### config.mk
export PLATFORM = sky130hd
export DESIGN_NAME = ooo_core
export DESIGN_NICKNAME = d
export VERILOG_FILES = /design/src/design/ooo_pkg.sv /design/src/design/alu_unit.sv /design/src/design/arch_reg_file.sv /design/src/design/instr_decode.sv /design/src/design/ooo_core.sv /design/src/design/rename_dispatch.sv /design/src/design/reorder_buffer.sv
export VERILOG_INCLUDE_DIRS = /design/src /design/src/design
export SDC_FILE = /design/constraint.sdc
export NUM_CORES = 2
export LEC_CHECK = 0
export BUFFER_PORTS_ARGS = -buffer_cell sky130_fd_sc_hd__buf_4
export CAP_MARGIN = 40
export CELL_PAD_IN_SITES_DETAIL_PLACEMENT = 1
export CELL_PAD_IN_SITES_GLOBAL_PLACEMENT = 1
export CORE_ASPECT_RATIO = 2
export CORE_MARGIN = 4
export CORE_UTILIZATION = 57
export DETAILED_ROUTE_END_ITERATION = 8
export PLACE_DENSITY_LB_ADDON = 0.12
export SLEW_MARGIN = 40
export SYNTH_ARGS = -nofsm -noshare
export SYNTH_HDL_FRONTEND = slang
export SYNTH_SLANG_ARGS = --single-unit
### constraint.sdc
create_clock -name clk -period 21 [get_ports clk]
set_clock_uncertainty 0.05 [all_clocks]
set_input_delay 5.25 -clock clk [delete_from_list [all_inputs] [get_ports clk]]
set_output_delay 5.25 -clock clk [all_outputs]
set_load 0.05 [all_outputs]
### src/design/ooo_cfg.svh
`ifndef OOO_CFG_SVH
`define OOO_CFG_SVH

// datapath width.
`define OOO_XLEN      32

// architectural register space.
`define OOO_NUM_AREGS 32
`define OOO_AREG_W    5

// reorder buffer size, tag is the physical name.
`define OOO_ROB_DEPTH 8
`define OOO_TAG_W     3

`endif

### src/design/ooo_pkg.sv
`default_nettype none
`include "ooo_cfg.svh"

package ooo_pkg;

    // major opcodes and funct7 values of the kept subset.
    localparam logic [6:0] OPC_OP     = 7'b0110011;
    localparam logic [6:0] OPC_OP_IMM = 7'b0010011;
    localparam logic [6:0] F7_BASE    = 7'b0000000;
    localparam logic [6:0] F7_ALT     = 7'b0100000;

    typedef enum logic [3:0] {
        OP_ADD, OP_SUB, OP_AND, OP_OR, OP_XOR, OP_SLL, OP_SRL, OP_SLT,
        OP_ADDI, OP_ANDI, OP_ORI, OP_XORI, OP_SLTI
    } alu_op_e;

    typedef struct packed {
        logic [6:0] funct7;
        logic [4:0] rs2;
        logic [4:0] rs1;
        logic [2:0] funct3;
        logic [4:0] rd;
        logic [6:0] opcode;
    } r_fields_t;

    typedef struct packed {
        logic [11:0] imm12;
        logic [4:0]  rs1;
        logic [2:0]  funct3;
        logic [4:0]  rd;
        logic [6:0]  opcode;
    } i_fields_t;

    // one instruction word, two encodings.
    typedef union packed {
        r_fields_t r;
        i_fields_t i;
    } instr_u;

    typedef struct packed {
        alu_op_e                op;
        logic [`OOO_AREG_W-1:0] rd;
        logic [`OOO_AREG_W-1:0] rs1;
        logic [`OOO_AREG_W-1:0] rs2;
        logic                   uses_imm;
        logic [`OOO_XLEN-1:0]   imm;
    } uop_t;

    typedef struct packed {
        alu_op_e               op;
        logic [`OOO_TAG_W-1:0] tag;
        logic [`OOO_XLEN-1:0]  a;
        logic [`OOO_XLEN-1:0]  b;
    } exec_req_t;

    typedef struct packed {
        logic [`OOO_TAG_W-1:0] tag;
        logic [`OOO_XLEN-1:0]  value;
    } cmpl_t;

    typedef struct packed {
        logic [`OOO_AREG_W-1:0] rd;
        logic [`OOO_XLEN-1:0]   value;
    } retire_t;

    typedef struct packed {
        logic                 done;
        logic [`OOO_XLEN-1:0] value;
    } rob_rd_t;

endpackage

`default_nettype wire

### src/design/alu_unit.sv
`timescale 1ns/1ps
`default_nettype none
`include "ooo_cfg.svh"

module alu_unit (
    input  wire logic               clk,
    input  wire logic               rstn,
    input  wire logic               exec_valid,
    input  wire ooo_pkg::exec_req_t exec_req,
    output logic                    cmpl_valid,
    output ooo_pkg::cmpl_t          cmpl
);
    import ooo_pkg::*;

    logic [`OOO_XLEN-1:0] result;
    logic [4:0]           shamt;
    logic                 lt;

    assign shamt = exec_req.b[4:0];
    assign lt    = $signed(exec_req.a) < $signed(exec_req.b);

    // b already holds the immediate for I-type ops.
    always_comb begin
        case (exec_req.op)
            OP_ADD, OP_ADDI: result = exec_req.a + exec_req.b;
            OP_SUB:          result = exec_req.a - exec_req.b;
            OP_AND, OP_ANDI: result = exec_req.a & exec_req.b;
            OP_OR, OP_ORI:   result = exec_req.a | exec_req.b;
            OP_XOR, OP_XORI: result = exec_req.a ^ exec_req.b;
            OP_SLL:          result = exec_req.a << shamt;
            OP_SRL:          result = exec_req.a >> shamt;
            OP_SLT, OP_SLTI: result = {{(`OOO_XLEN-1){1'b0}}, lt};
            default:         result = '0;
        endcase
    end

    always_ff @(posedge clk or negedge rstn) begin
        if (!rstn) begin
            cmpl_valid <= 1'b0;
        end else begin
            cmpl_valid <= exec_valid;
        end
    end

    always_ff @(posedge clk) begin
        if (exec_valid) begin
            cmpl.tag   <= exec_req.tag;
            cmpl.value <= result;
        end
    end

endmodule

`default_nettype wire

### src/design/arch_reg_file.sv
`timescale 1ns/1ps
`default_nettype none
`include "ooo_cfg.svh"

module arch_reg_file (
    input  wire logic                   clk,
    input  wire logic                   rstn,
    input  wire logic [`OOO_AREG_W-1:0] rs1,
    input  wire logic [`OOO_AREG_W-1:0] rs2,
    output logic [`OOO_XLEN-1:0]        data1,
    output logic [`OOO_XLEN-1:0]        data2,
    input  wire logic                   we,
    input  wire logic [`OOO_AREG_W-1:0] wr_rd,
    input  wire logic [`OOO_XLEN-1:0]   wr_data
);
    logic [`OOO_XLEN-1:0] regs [`OOO_NUM_AREGS];

    // x0 is never written, so it stays zero.
    assign data1 = regs[rs1];
    assign data2 = regs[rs2];

    always_ff @(posedge clk or negedge rstn) begin
        if (!rstn) begin
            for (int r = 0; r < `OOO_NUM_AREGS; r++) begin
                regs[r] <= '0;
            end
        end else if (we && wr_rd != '0) begin
            regs[wr_rd] <= wr_data;
        end
    end

endmodule

`default_nettype wire

### src/design/instr_decode.sv
`timescale 1ns/1ps
`default_nettype none
`include "ooo_cfg.svh"

module instr_decode (
    input  wire logic            clk,
    input  wire logic            rstn,
    input  wire logic            in_valid,
    output logic                 in_ready,
    input  wire ooo_pkg::instr_u in_instr,
    output logic                 uop_valid,
    input  wire logic            uop_ready,
    output ooo_pkg::uop_t        uop
);
    import ooo_pkg::*;

    alu_op_e dec_op;
    logic    dec_ok;
    logic    dec_imm;
    uop_t    dec_uop;
    logic    accept;

    // opcode, funct3 and funct7 to an alu op.
    always_comb begin
        dec_op  = OP_ADD;
        dec_ok  = 1'b0;
        dec_imm = 1'b0;
        case (in_instr.r.opcode)
            OPC_OP: begin
                dec_ok = (in_instr.r.funct7 == F7_BASE);
                case (in_instr.r.funct3)
                    3'b000: begin
                        if (in_instr.r.funct7 == F7_ALT) begin
                            dec_op = OP_SUB;
                            dec_ok = 1'b1;
                        end else begin
                            dec_op = OP_ADD;
                        end
                    end
                    3'b001:  dec_op = OP_SLL;
                    3'b010:  dec_op = OP_SLT;
                    3'b100:  dec_op = OP_XOR;
                    3'b101:  dec_op = OP_SRL;
                    3'b110:  dec_op = OP_OR;
                    3'b111:  dec_op = OP_AND;
                    default: dec_ok = 1'b0;
                endcase
            end
            OPC_OP_IMM: begin
                dec_imm = 1'b1;
                dec_ok  = 1'b1;
                case (in_instr.r.funct3)
                    3'b000:  dec_op = OP_ADDI;
                    3'b010:  dec_op = OP_SLTI;
                    3'b100:  dec_op = OP_XORI;
                    3'b110:  dec_op = OP_ORI;
                    3'b111:  dec_op = OP_ANDI;
                    default: dec_ok = 1'b0;
                endcase
            end
            default: dec_ok = 1'b0;
        endcase
    end

    // rs2 bits belong to the immediate on I-type, so no source there.
    always_comb begin
        dec_uop.op       = dec_op;
        dec_uop.rd       = in_instr.r.rd;
        dec_uop.rs1      = in_instr.r.rs1;
        dec_uop.rs2      = dec_imm ? '0 : in_instr.r.rs2;
        dec_uop.uses_imm = dec_imm;
        dec_uop.imm      = {{(`OOO_XLEN-12){in_instr.i.imm12[11]}}, in_instr.i.imm12};
    end

    assign in_ready = uop_ready | ~uop_valid;
    assign accept   = in_valid & in_ready;

    always_ff @(posedge clk or negedge rstn) begin
        if (!rstn) begin
            uop_valid <= 1'b0;
        end else if (accept) begin
            uop_valid <= 1'b1;
        end else if (uop_ready) begin
            uop_valid <= 1'b0;
        end
    end

    always_ff @(posedge clk) begin
        if (accept) begin
            uop <= dec_uop;
        end
    end

    a_supported_word: assert property (@(posedge clk) disable iff (!rstn)
        accept |-> dec_ok);

endmodule

`default_nettype wire

### src/design/ooo_core.sv
`timescale 1ns/1ps
`default_nettype none
`include "ooo_cfg.svh"

module ooo_core (
    input  wire logic            clk,
    input  wire logic            rstn,
    input  wire logic            in_valid,
    output logic                 in_ready,
    input  wire ooo_pkg::instr_u in_instr,
    output logic                 ret_valid,
    input  wire logic            ret_ready,
    output ooo_pkg::retire_t     ret
);
    import ooo_pkg::*;

    // decode to dispatch.
    logic uop_valid;
    logic uop_ready;
    uop_t uop;

    // dispatch and rob.
    logic                   alloc_en;
    logic [`OOO_AREG_W-1:0] alloc_rd;
    logic [`OOO_TAG_W-1:0]  alloc_tag;
    logic                   rob_full;
    logic [`OOO_TAG_W-1:0]  src1_tag;
    logic [`OOO_TAG_W-1:0]  src2_tag;
    rob_rd_t                src1_rob;
    rob_rd_t                src2_rob;
    logic [`OOO_TAG_W-1:0]  retire_tag;

    // register file ports.
    logic [`OOO_AREG_W-1:0] rf_rs1;
    logic [`OOO_AREG_W-1:0] rf_rs2;
    logic [`OOO_XLEN-1:0]   rf_data1;
    logic [`OOO_XLEN-1:0]   rf_data2;
    logic                   rf_we;
    logic [`OOO_AREG_W-1:0] rf_rd;
    logic [`OOO_XLEN-1:0]   rf_data;

    // execute and completion.
    logic      exec_valid;
    exec_req_t exec_req;
    logic      cmpl_valid;
    cmpl_t     cmpl;

    instr_decode decode_i (.*);

    rename_dispatch dispatch_i (
        .retire_valid (rf_we),
        .*
    );

    arch_reg_file arf_i (
        .clk     (clk),
        .rstn    (rstn),
        .rs1     (rf_rs1),
        .rs2     (rf_rs2),
        .data1   (rf_data1),
        .data2   (rf_data2),
        .we      (rf_we),
        .wr_rd   (rf_rd),
        .wr_data (rf_data)
    );

    alu_unit alu_i (.*);

    reorder_buffer rob_i (.*);

endmodule

`default_nettype wire

### src/design/rename_dispatch.sv
`timescale 1ns/1ps
`default_nettype none
`include "ooo_cfg.svh"

module rename_dispatch (
    input  wire logic                   clk,
    input  wire logic                   rstn,
    input  wire logic                   uop_valid,
    output logic                        uop_ready,
    input  wire ooo_pkg::uop_t          uop,
    output logic                        alloc_en,
    output logic [`OOO_AREG_W-1:0]      alloc_rd,
    input  wire logic [`OOO_TAG_W-1:0]  alloc_tag,
    input  wire logic                   rob_full,
    output logic [`OOO_TAG_W-1:0]       src1_tag,
    output logic [`OOO_TAG_W-1:0]       src2_tag,
    input  wire ooo_pkg::rob_rd_t       src1_rob,
    input  wire ooo_pkg::rob_rd_t       src2_rob,
    output logic [`OOO_AREG_W-1:0]      rf_rs1,
    output logic [`OOO_AREG_W-1:0]      rf_rs2,
    input  wire logic [`OOO_XLEN-1:0]   rf_data1,
    input  wire logic [`OOO_XLEN-1:0]   rf_data2,
    input  wire logic                   retire_valid,
    input  wire logic [`OOO_TAG_W-1:0]  retire_tag,
    output logic                        exec_valid,
    output ooo_pkg::exec_req_t          exec_req
);
    // map table, one entry per architectural register.
    logic [`OOO_NUM_AREGS-1:0] map_valid;
    logic [`OOO_TAG_W-1:0]     map_tag [`OOO_NUM_AREGS];
    logic                      src1_ok;
    logic                      src2_ok;
    logic                      fire;
    logic [`OOO_XLEN-1:0]      opnd_a;
    logic [`OOO_XLEN-1:0]      opnd_b;

    assign src1_tag = map_tag[uop.rs1];
    assign src2_tag = map_tag[uop.rs2];
    assign rf_rs1   = uop.rs1;
    assign rf_rs2   = uop.rs2;

    // unmapped source reads the register file.
    assign src1_ok = !map_valid[uop.rs1] || src1_rob.done;
    assign src2_ok = !map_valid[uop.rs2] || src2_rob.done;

    assign uop_ready = src1_ok && src2_ok && !rob_full;
    assign fire      = uop_valid && uop_ready;

    assign opnd_a = map_valid[uop.rs1] ? src1_rob.value : rf_data1;
    assign opnd_b = uop.uses_imm       ? uop.imm :
                    map_valid[uop.rs2] ? src2_rob.value : rf_data2;

    assign alloc_en   = fire;
    assign alloc_rd   = uop.rd;
    assign exec_valid = fire;

    always_comb begin
        exec_req.op  = uop.op;
        exec_req.tag = alloc_tag;
        exec_req.a   = opnd_a;
        exec_req.b   = opnd_b;
    end

    // retire drops a mapping, a new dispatch to the same rd wins.
    always_ff @(posedge clk or negedge rstn) begin
        if (!rstn) begin
            map_valid <= '0;
        end else begin
            for (int r = 0; r < `OOO_NUM_AREGS; r++) begin
                if (retire_valid && map_valid[r] && map_tag[r] == retire_tag) begin
                    map_valid[r] <= 1'b0;
                end
            end
            if (fire && uop.rd != '0) begin
                map_valid[uop.rd] <= 1'b1;
            end
        end
    end

    always_ff @(posedge clk) begin
        if (fire && uop.rd != '0) begin
            map_tag[uop.rd] <= alloc_tag;
        end
    end

endmodule

`default_nettype wire

### src/design/reorder_buffer.sv
`timescale 1ns/1ps
`default_nettype none
`include "ooo_cfg.svh"

module reorder_buffer (
    input  wire logic                   clk,
    input  wire logic                   rstn,
    input  wire logic                   alloc_en,
    input  wire logic [`OOO_AREG_W-1:0] alloc_rd,
    output logic [`OOO_TAG_W-1:0]       alloc_tag,
    output logic                        rob_full,
    input  wire logic [`OOO_TAG_W-1:0]  src1_tag,
    input  wire logic [`OOO_TAG_W-1:0]  src2_tag,
    output ooo_pkg::rob_rd_t            src1_rob,
    output ooo_pkg::rob_rd_t            src2_rob,
    input  wire logic                   cmpl_valid,
    input  wire ooo_pkg::cmpl_t         cmpl,
    output logic                        ret_valid,
    input  wire logic                   ret_ready,
    output ooo_pkg::retire_t            ret,
    output logic [`OOO_TAG_W-1:0]       retire_tag,
    output logic                        rf_we,
    output logic [`OOO_AREG_W-1:0]      rf_rd,
    output logic [`OOO_XLEN-1:0]        rf_data
);
    // per-entry state.
    logic [`OOO_ROB_DEPTH-1:0] ent_busy;
    logic [`OOO_ROB_DEPTH-1:0] ent_done;
    logic [`OOO_AREG_W-1:0]    ent_rd  [`OOO_ROB_DEPTH];
    logic [`OOO_XLEN-1:0]      ent_val [`OOO_ROB_DEPTH];

    logic [`OOO_TAG_W-1:0] head;
    logic [`OOO_TAG_W-1:0] tail;
    logic [`OOO_TAG_W:0]   count;
    logic                  ret_fire;

    assign alloc_tag = tail;
    assign rob_full  = (count == `OOO_ROB_DEPTH);

    // forwarding reads for dispatch.
    always_comb begin
        src1_rob.done  = ent_busy[src1_tag] & ent_done[src1_tag];
        src1_rob.value = ent_val[src1_tag];
        src2_rob.done  = ent_busy[src2_tag] & ent_done[src2_tag];
        src2_rob.value = ent_val[src2_tag];
    end

    // oldest entry leaves once done.
    assign ret_valid  = ent_busy[head] & ent_done[head];
    assign ret_fire   = ret_valid & ret_ready;
    assign retire_tag = head;

    always_comb begin
        ret.rd    = ent_rd[head];
        ret.value = ent_val[head];
    end

    assign rf_we   = ret_fire;
    assign rf_rd   = ent_rd[head];
    assign rf_data = ent_val[head];

    always_ff @(posedge clk or negedge rstn) begin
        if (!rstn) begin
            head     <= '0;
            tail     <= '0;
            count    <= '0;
            ent_busy <= '0;
            ent_done <= '0;
        end else begin
            if (alloc_en) begin
                ent_busy[tail] <= 1'b1;
                ent_done[tail] <= 1'b0;
                tail           <= tail + 1'b1;
            end
            if (cmpl_valid) begin
                ent_done[cmpl.tag] <= 1'b1;
            end
            if (ret_fire) begin
                ent_busy[head] <= 1'b0;
                head           <= head + 1'b1;
            end
            count <= count + (`OOO_TAG_W+1)'(alloc_en) - (`OOO_TAG_W+1)'(ret_fire);
        end
    end

    always_ff @(posedge clk) begin
        if (alloc_en) begin
            ent_rd[tail] <= alloc_rd;
        end
        if (cmpl_valid) begin
            ent_val[cmpl.tag] <= cmpl.value;
        end
    end

    a_cmpl_to_busy: assert property (@(posedge clk) disable iff (!rstn)
        cmpl_valid |-> ent_busy[cmpl.tag]);

    a_no_alloc_when_full: assert property (@(posedge clk) disable iff (!rstn)
        alloc_en |-> !rob_full);

endmodule

`default_nettype wire

# After elaboration in Yosys (flattened, before gate mapping)
# Memory sizes are Yosys's and may differ from the RTL's. A register that Yosys moved wholly into a read port is not among the register bits.
# Index checks and enable logic that the tools add are counted.
# W data, S select, Z words.
[totals]
output_inout_bits = 39
in_bits = 36
regBits = 1151
word_cells = 329
n_memories = 3
ramBits = 392
[memory_table]
columns = ["memory", "depth", "width", "rd", "rd_clocked_by_memory_dff", "write_ports", "line_no", "source"]
rows = [
  ["rob_i.ent_val", 8, 32, 3, 0, 1, "reorder_buffer.sv:30", "logic [`OOO_XLEN-1:0] ent_val [`OOO_ROB_DEPTH];"],
  ["dispatch_i.map_tag", 32, 3, 34, 2, 1, "rename_dispatch.sv:30", "logic [`OOO_TAG_W-1:0] map_tag [`OOO_NUM_AREGS];"],
  ["rob_i.ent_rd", 8, 5, 1, 0, 1, "reorder_buffer.sv:29", "logic [`OOO_AREG_W-1:0] ent_rd [`OOO_ROB_DEPTH];"],
]
[classes]
order_cmp = 17
n_bitwise = 20
n_addsub = 6
n_shift = 2
n_eq_ne = 54
n_mux = 90
n_reduce_logical = 89
[ops]
columns = ["op", "count"]
rows = [
  ["$bwmux W1024", 1],
  ["$bmux W32 S5", 2],
  ["$mux W32", 9],
  ["$pmux W32 S8", 1],
  ["$demux W32 S5", 1],
  ["$eq A3 B3 Y1", 32],
  ["$logic_and A1 B1 Y1", 74],
  ["$or A32 B32 Y32", 2],
  ["$mux W1", 54],
  ["$add A32 B32 Y32", 1],
  ["$and A32 B32 Y32", 1],
  ["$lt A32 B32 Y1", 1],
  ["$mux W8", 4],
  ["$shl A32 B5 Y32", 1],
  ["$shr A32 B5 Y32", 1],
  ["$sub A32 B32 Y32", 1],
  ["$xor A32 B32 Y32", 1],
  ["$pmux W4 S7", 1],
  ["$eq A4 B4 Y1 const B", 6],
  ["$lt A3 B4 Y1 const B", 5],
  ["$pmux W4 S5", 1],
  ["$bmux W1 S3", 6],
  ["$ge A6 B6 Y1 const B", 3],
  ["$lt A5 B6 Y1 const B", 3],
  ["other kinds (33)", 66],
]

# Depth between registers and ports, before layout
[logic_depth]
word_depth = 10
mapped_depth = 32
mapped_depth_nobuf = 26

# Modules after synthesis
# From an unflattened synthesis, not the netlist that was laid out.
[hier_totals]
hier_cells = 7502
hier_area_um2 = 92142.1
[modules_own_cells]
columns = ["mod", "instances", "cells_each", "area_each_um2", "seq_area_each_um2"]
rows = [
  ["arch_reg_file", 1, 4606, 55529.5, 25624.6],
  ["reorder_buffer", 1, 859, 16746.1, 9539.1],
  ["alu_unit", 1, 1217, 9355.2, 1076.0],
  ["rename_dispatch", 1, 737, 9138.8, 3683.5],
  ["instr_decode", 1, 83, 1372.6, 985.9],
]

# Least setup slack after synthesis
# Ideal clock, no wire load.
[synth_path]
kind = "reg-to-output"
from = "register (tool-made name)"
to = "output port in_ready"
setup_slack_ps = 12169
stages_incl_launch_ff = 12
required_time_ps = 15700
t_arrival_ps = 3531
n_path_buf = 3
path_cell_list = "dfxtp_1 -> buf_2 -> buf_2 -> mux4_2 -> mux4_2 -> mux2i_1 -> clkbuf_1 -> a311oi_1 -> a311oi_1 -> nor3_1 -> a311oi_1 -> nand2b_1"
[synth_rtl]
columns = ["element", "line_no", "source"]
rows = [
  ["end, declared", "ooo_core.sv:9", "output logic in_ready,"],
]

==> metrics.md <==
| Metric | Value |
|---|---|
| Vias in the first global route | 77324 |
| Final Util | 0.628 |
| H-tree levels | 4 |
| Post-route ant nets | 0 |
| Total of max-cap violations | 0 |
| Largest net degree at the start of global routing | 158 |
| Max clock buf depth | 4 |
| Drt pass-1 iters | 6 |
| Status | finished, final reports clean |
| WL/cell | 37.8 um |
| Clock Tree Root | clkbuf_16 |
| TritonCTS buffer count | 152 |
| Worst setup SP type | flip-flop |
| Crit Path Class | flip-flop to output port |
| Worst setup margin | 10.34 ns |
| IO Count | 75 |
| Synthesized area per cell | 11.5 sq um |
| Post-CTS setup buffer count | 0 |
| FMAX | 93.8 MHz |
| Asr flop ratio synth | 0.698 |
| Pre-CTS setup slack | 11.15 ns |
| Largest cells by area after synthesis | dfrtp_1 31%, mux4_2 20%, edfxtp_1 16% |
| Core box area | 0.152 sq mm |
| DR DRC count | 0 |
| Detail Placement HPWL | 222000 um |
| Crit share post-route | 0.508 |
| Yosys reg bits | 1553 |
| DR iter-0 viols | 7038 |
| Routed vias/inst | 7.49 |
| Port Buffers | 74 |
| CTS tree | yes |
| Post-CTS Resized | 0 |
| Fin. max-slew vios | 0 |
| CTS sink count | 1553 |
| Worst-path clk slew | 0.07 ns |
| Fin crit period | 10.66 ns |
| Area grow syn2layout | 9.39% |
| Vias | 70483 |
| First-pass GRT wire length | 523000 um |
| Die W | 284 um |
| Grt ovf | 0 |
| CP endpoint kind | output port |
| Synth area leader | dfrtp_1 |
| Post-synth cell types | 86 |
| Post-Synthesis Cells | 7605 |
| Initial antenna violation count | 14 |
| Leakage | 38.0 nW |
| Final net count | 7498 |
| Routed wire length | 356000 um |
| CTS Hold Bufs | 0 |
| Worst Path Arrival | 5.36 ns |
| Peak supply drop | 0.0000719 V |
| CP max FO | 41 |
| Yosys warns | 0 |
| Final setup viols | 0 |
| GPL Wtd Cong | 1.02 |
| Area share of the largest cell type after synthesis | 0.311 |
| Worst relative slew slack | 0.337 |
| Unrepaired setup endpoints after global routing | false |
| Worst-margin pin slew | 0.995 ns |
| Post-synthesis sequential area ratio | 0.472 |
| Row count | 202 |
| Clk_lat worst skew | 0.82 ns |
| Layout cells sized above 1 | 0.206 |
| PwrDens | 62.6 mW/mm^2 |
| Die area | 0.160 sq mm |
| Post-synth EDFFs | 459 |
| Die height | 561 um |
| Worst hold path class | flip-flop to flip-flop |
| WP data required | 15.70 ns |
| Cell area after synthesis | 0.0871 sq mm |
| Fin cells | 9411 |
| Initial Util | 0.574 |
| Tot GR Track Use | 0.446 |
| Commonest register cell after synthesis | dfrtp_1 |
| Placed insts | 9130 |
| Count of final hold-check violations | 0 |
| Post-route setup TNS | 0 ns |
cells by family after synthesis:
family	Yosys count	synth area share
flip-flops	1553	0.472
XOR/XNOR	112	0.0113
AND/OR/NAND/NOR	2044	0.0982
AO/OA/AOI/OAI	1784	0.120
adder cells (fa/ha/maj)	106	0.0155
multiplexers	1140	0.244
other	1	0.0000430
buffers and inverters	865	0.0389
per-layer routing:
metal | GRT usage | vias up | routed length, um
li1 | - | 27799 | -
met1 | 0.490 | 36657 | 114000
met2 | 0.746 | 4316 | 176000
met3 | 0.0971 | 1697 | 31000
met4 | 0.359 | 14 | 34200
met5 | 0 | - | 88
registers in the layout, indices dropped and copies added, names as in the netlist, named ones only:
name                  count
alu_i.cmpl               35
alu_i.cmpl_valid          1
arf_i.regs             1024
decode_i.uop             32
decode_i.uop_valid        1
dispatch_i.map_tag       96
dispatch_i.map_valid     32
rob_i.alloc_tag           3
rob_i.count               4
rob_i.ent_busy            8
rob_i.ent_done            8
rob_i.ent_rd             40
rob_i.ent_val           256
rob_i.retire_tag          3
synthesized netlist by cell type, types with 9 or more instances:
library cell,instances
dfrtp_1,1084
nand2_1,1055
o21ai_0,807
mux4_2,781
clkbuf_1,543
nor2_1,530
a21oi_1,486
edfxtp_1,459
mux2i_1,314
nand3_1,174
inv_1,136
ha_1,103
xor2_1,101
buf_1,95
nor3_1,68
a211oi_1,67
buf_2,61
a221oi_1,50
nor2b_1,47
a311oi_1,42
o22ai_1,39
mux2_2,35
and3_1,33
o41ai_1,32
a22oi_1,30
or2_2,28
and2_1,25
a21o_1,24
nand2b_1,24
o211ai_1,23
o21ai_1,18
o21bai_1,18
a31oi_1,16
inv_2,15
nand4_1,15
or3_1,13
a221o_1,12
o221ai_1,11
xnor2_1,11
a221oi_2,10
dfxtp_1,10
o31ai_1,10
mux2_1,9
critical path: stages, from the launching register on:
cell	delay, ns
dfxtp_1	0.74
buf_4	0.47
mux4_2	0.56
mux4_2	0.52
mux2i_4	0.16
buf_4	0.61
mux4_2	0.35
nor2_1	0.04
a311oi_1	0.63
nand2b_1	0.24
buf_4	0.21
layout make-up:
type | count | area, sq um
clock inverters | 52 | 465
multi-input cells | 5189 | 43500
inverters | 154 | 582
fillers | 14965 | 56300
flip-flops and latches | 1553 | 41100
repair buffers | 306 | 2830
diodes | 6 | 15.0
clock buffers | 213 | 4390
well taps | 1938 | 2420
cells in the final DEF, fill, tap and decap left out, types with 28 or more instances in the layout:
master        n
a211oi_1     66
a21oi_1     481
a221oi_1     49
a22oi_1      30
a311oi_1     42
and3_1       33
buf_4       232
buf_6        32
clkbuf_1     30
clkbuf_16   156
clkbuf_8     31
dfrtp_1    1080
edfxtp_1    459
ha_1        103
inv_1       133
mux2_2       35
mux2i_1     274
mux4_2      781
nand2_1    1031
nand3_1     174
nor2_1      511
nor2b_1      47
nor3_1       58
o21ai_0     804
o22ai_1      39
o41ai_1      31
or2_2        28
xor2_1      101
stage by stage:
stage	power [W]	instance area, sq um	hold WS [ns]
after floorplan	0.00318	87100	0.391
after global routing	0.00611	95300	0.362
after global placement	0.00324	89700	0.326
after CTS	0.00596	95000	0.348
final	0.00596	95300	0.343
after detailed placement	0.00324	90100	0.333
final timing paths:
| check | startpoint | endpoint | slack, ns | cells after the start |
|---|---|---|---|---|
| setup reg to reg | decode_i.uop[34] | alu_i.cmpl[27] | 11.16 | 21 |
| hold reg to reg | arf_i.regs[1018] | arf_i.regs[1018] | 0.34 | 0 |
| min in group asynchronous | rstn | arf_i.regs[590] | 4.43 | 1 |
| hold / removal | arf_i.regs[1018] | arf_i.regs[1018] | 0.34 | 0 |
| max in group asynchronous | rstn | arf_i.regs[862] | 12.75 | 8 |
| setup / recovery | flip-flop | in_ready | 10.34 | 10 |
where the power goes:
part	internal (W)	switching, W
Combinational	0.0000195	0.0000641
Sequential	0.00310	0.00000121
Clock	0.00154	0.00124
Total	0.00466	0.00131
Note: power is estimated with default switching activity, not from simulation.
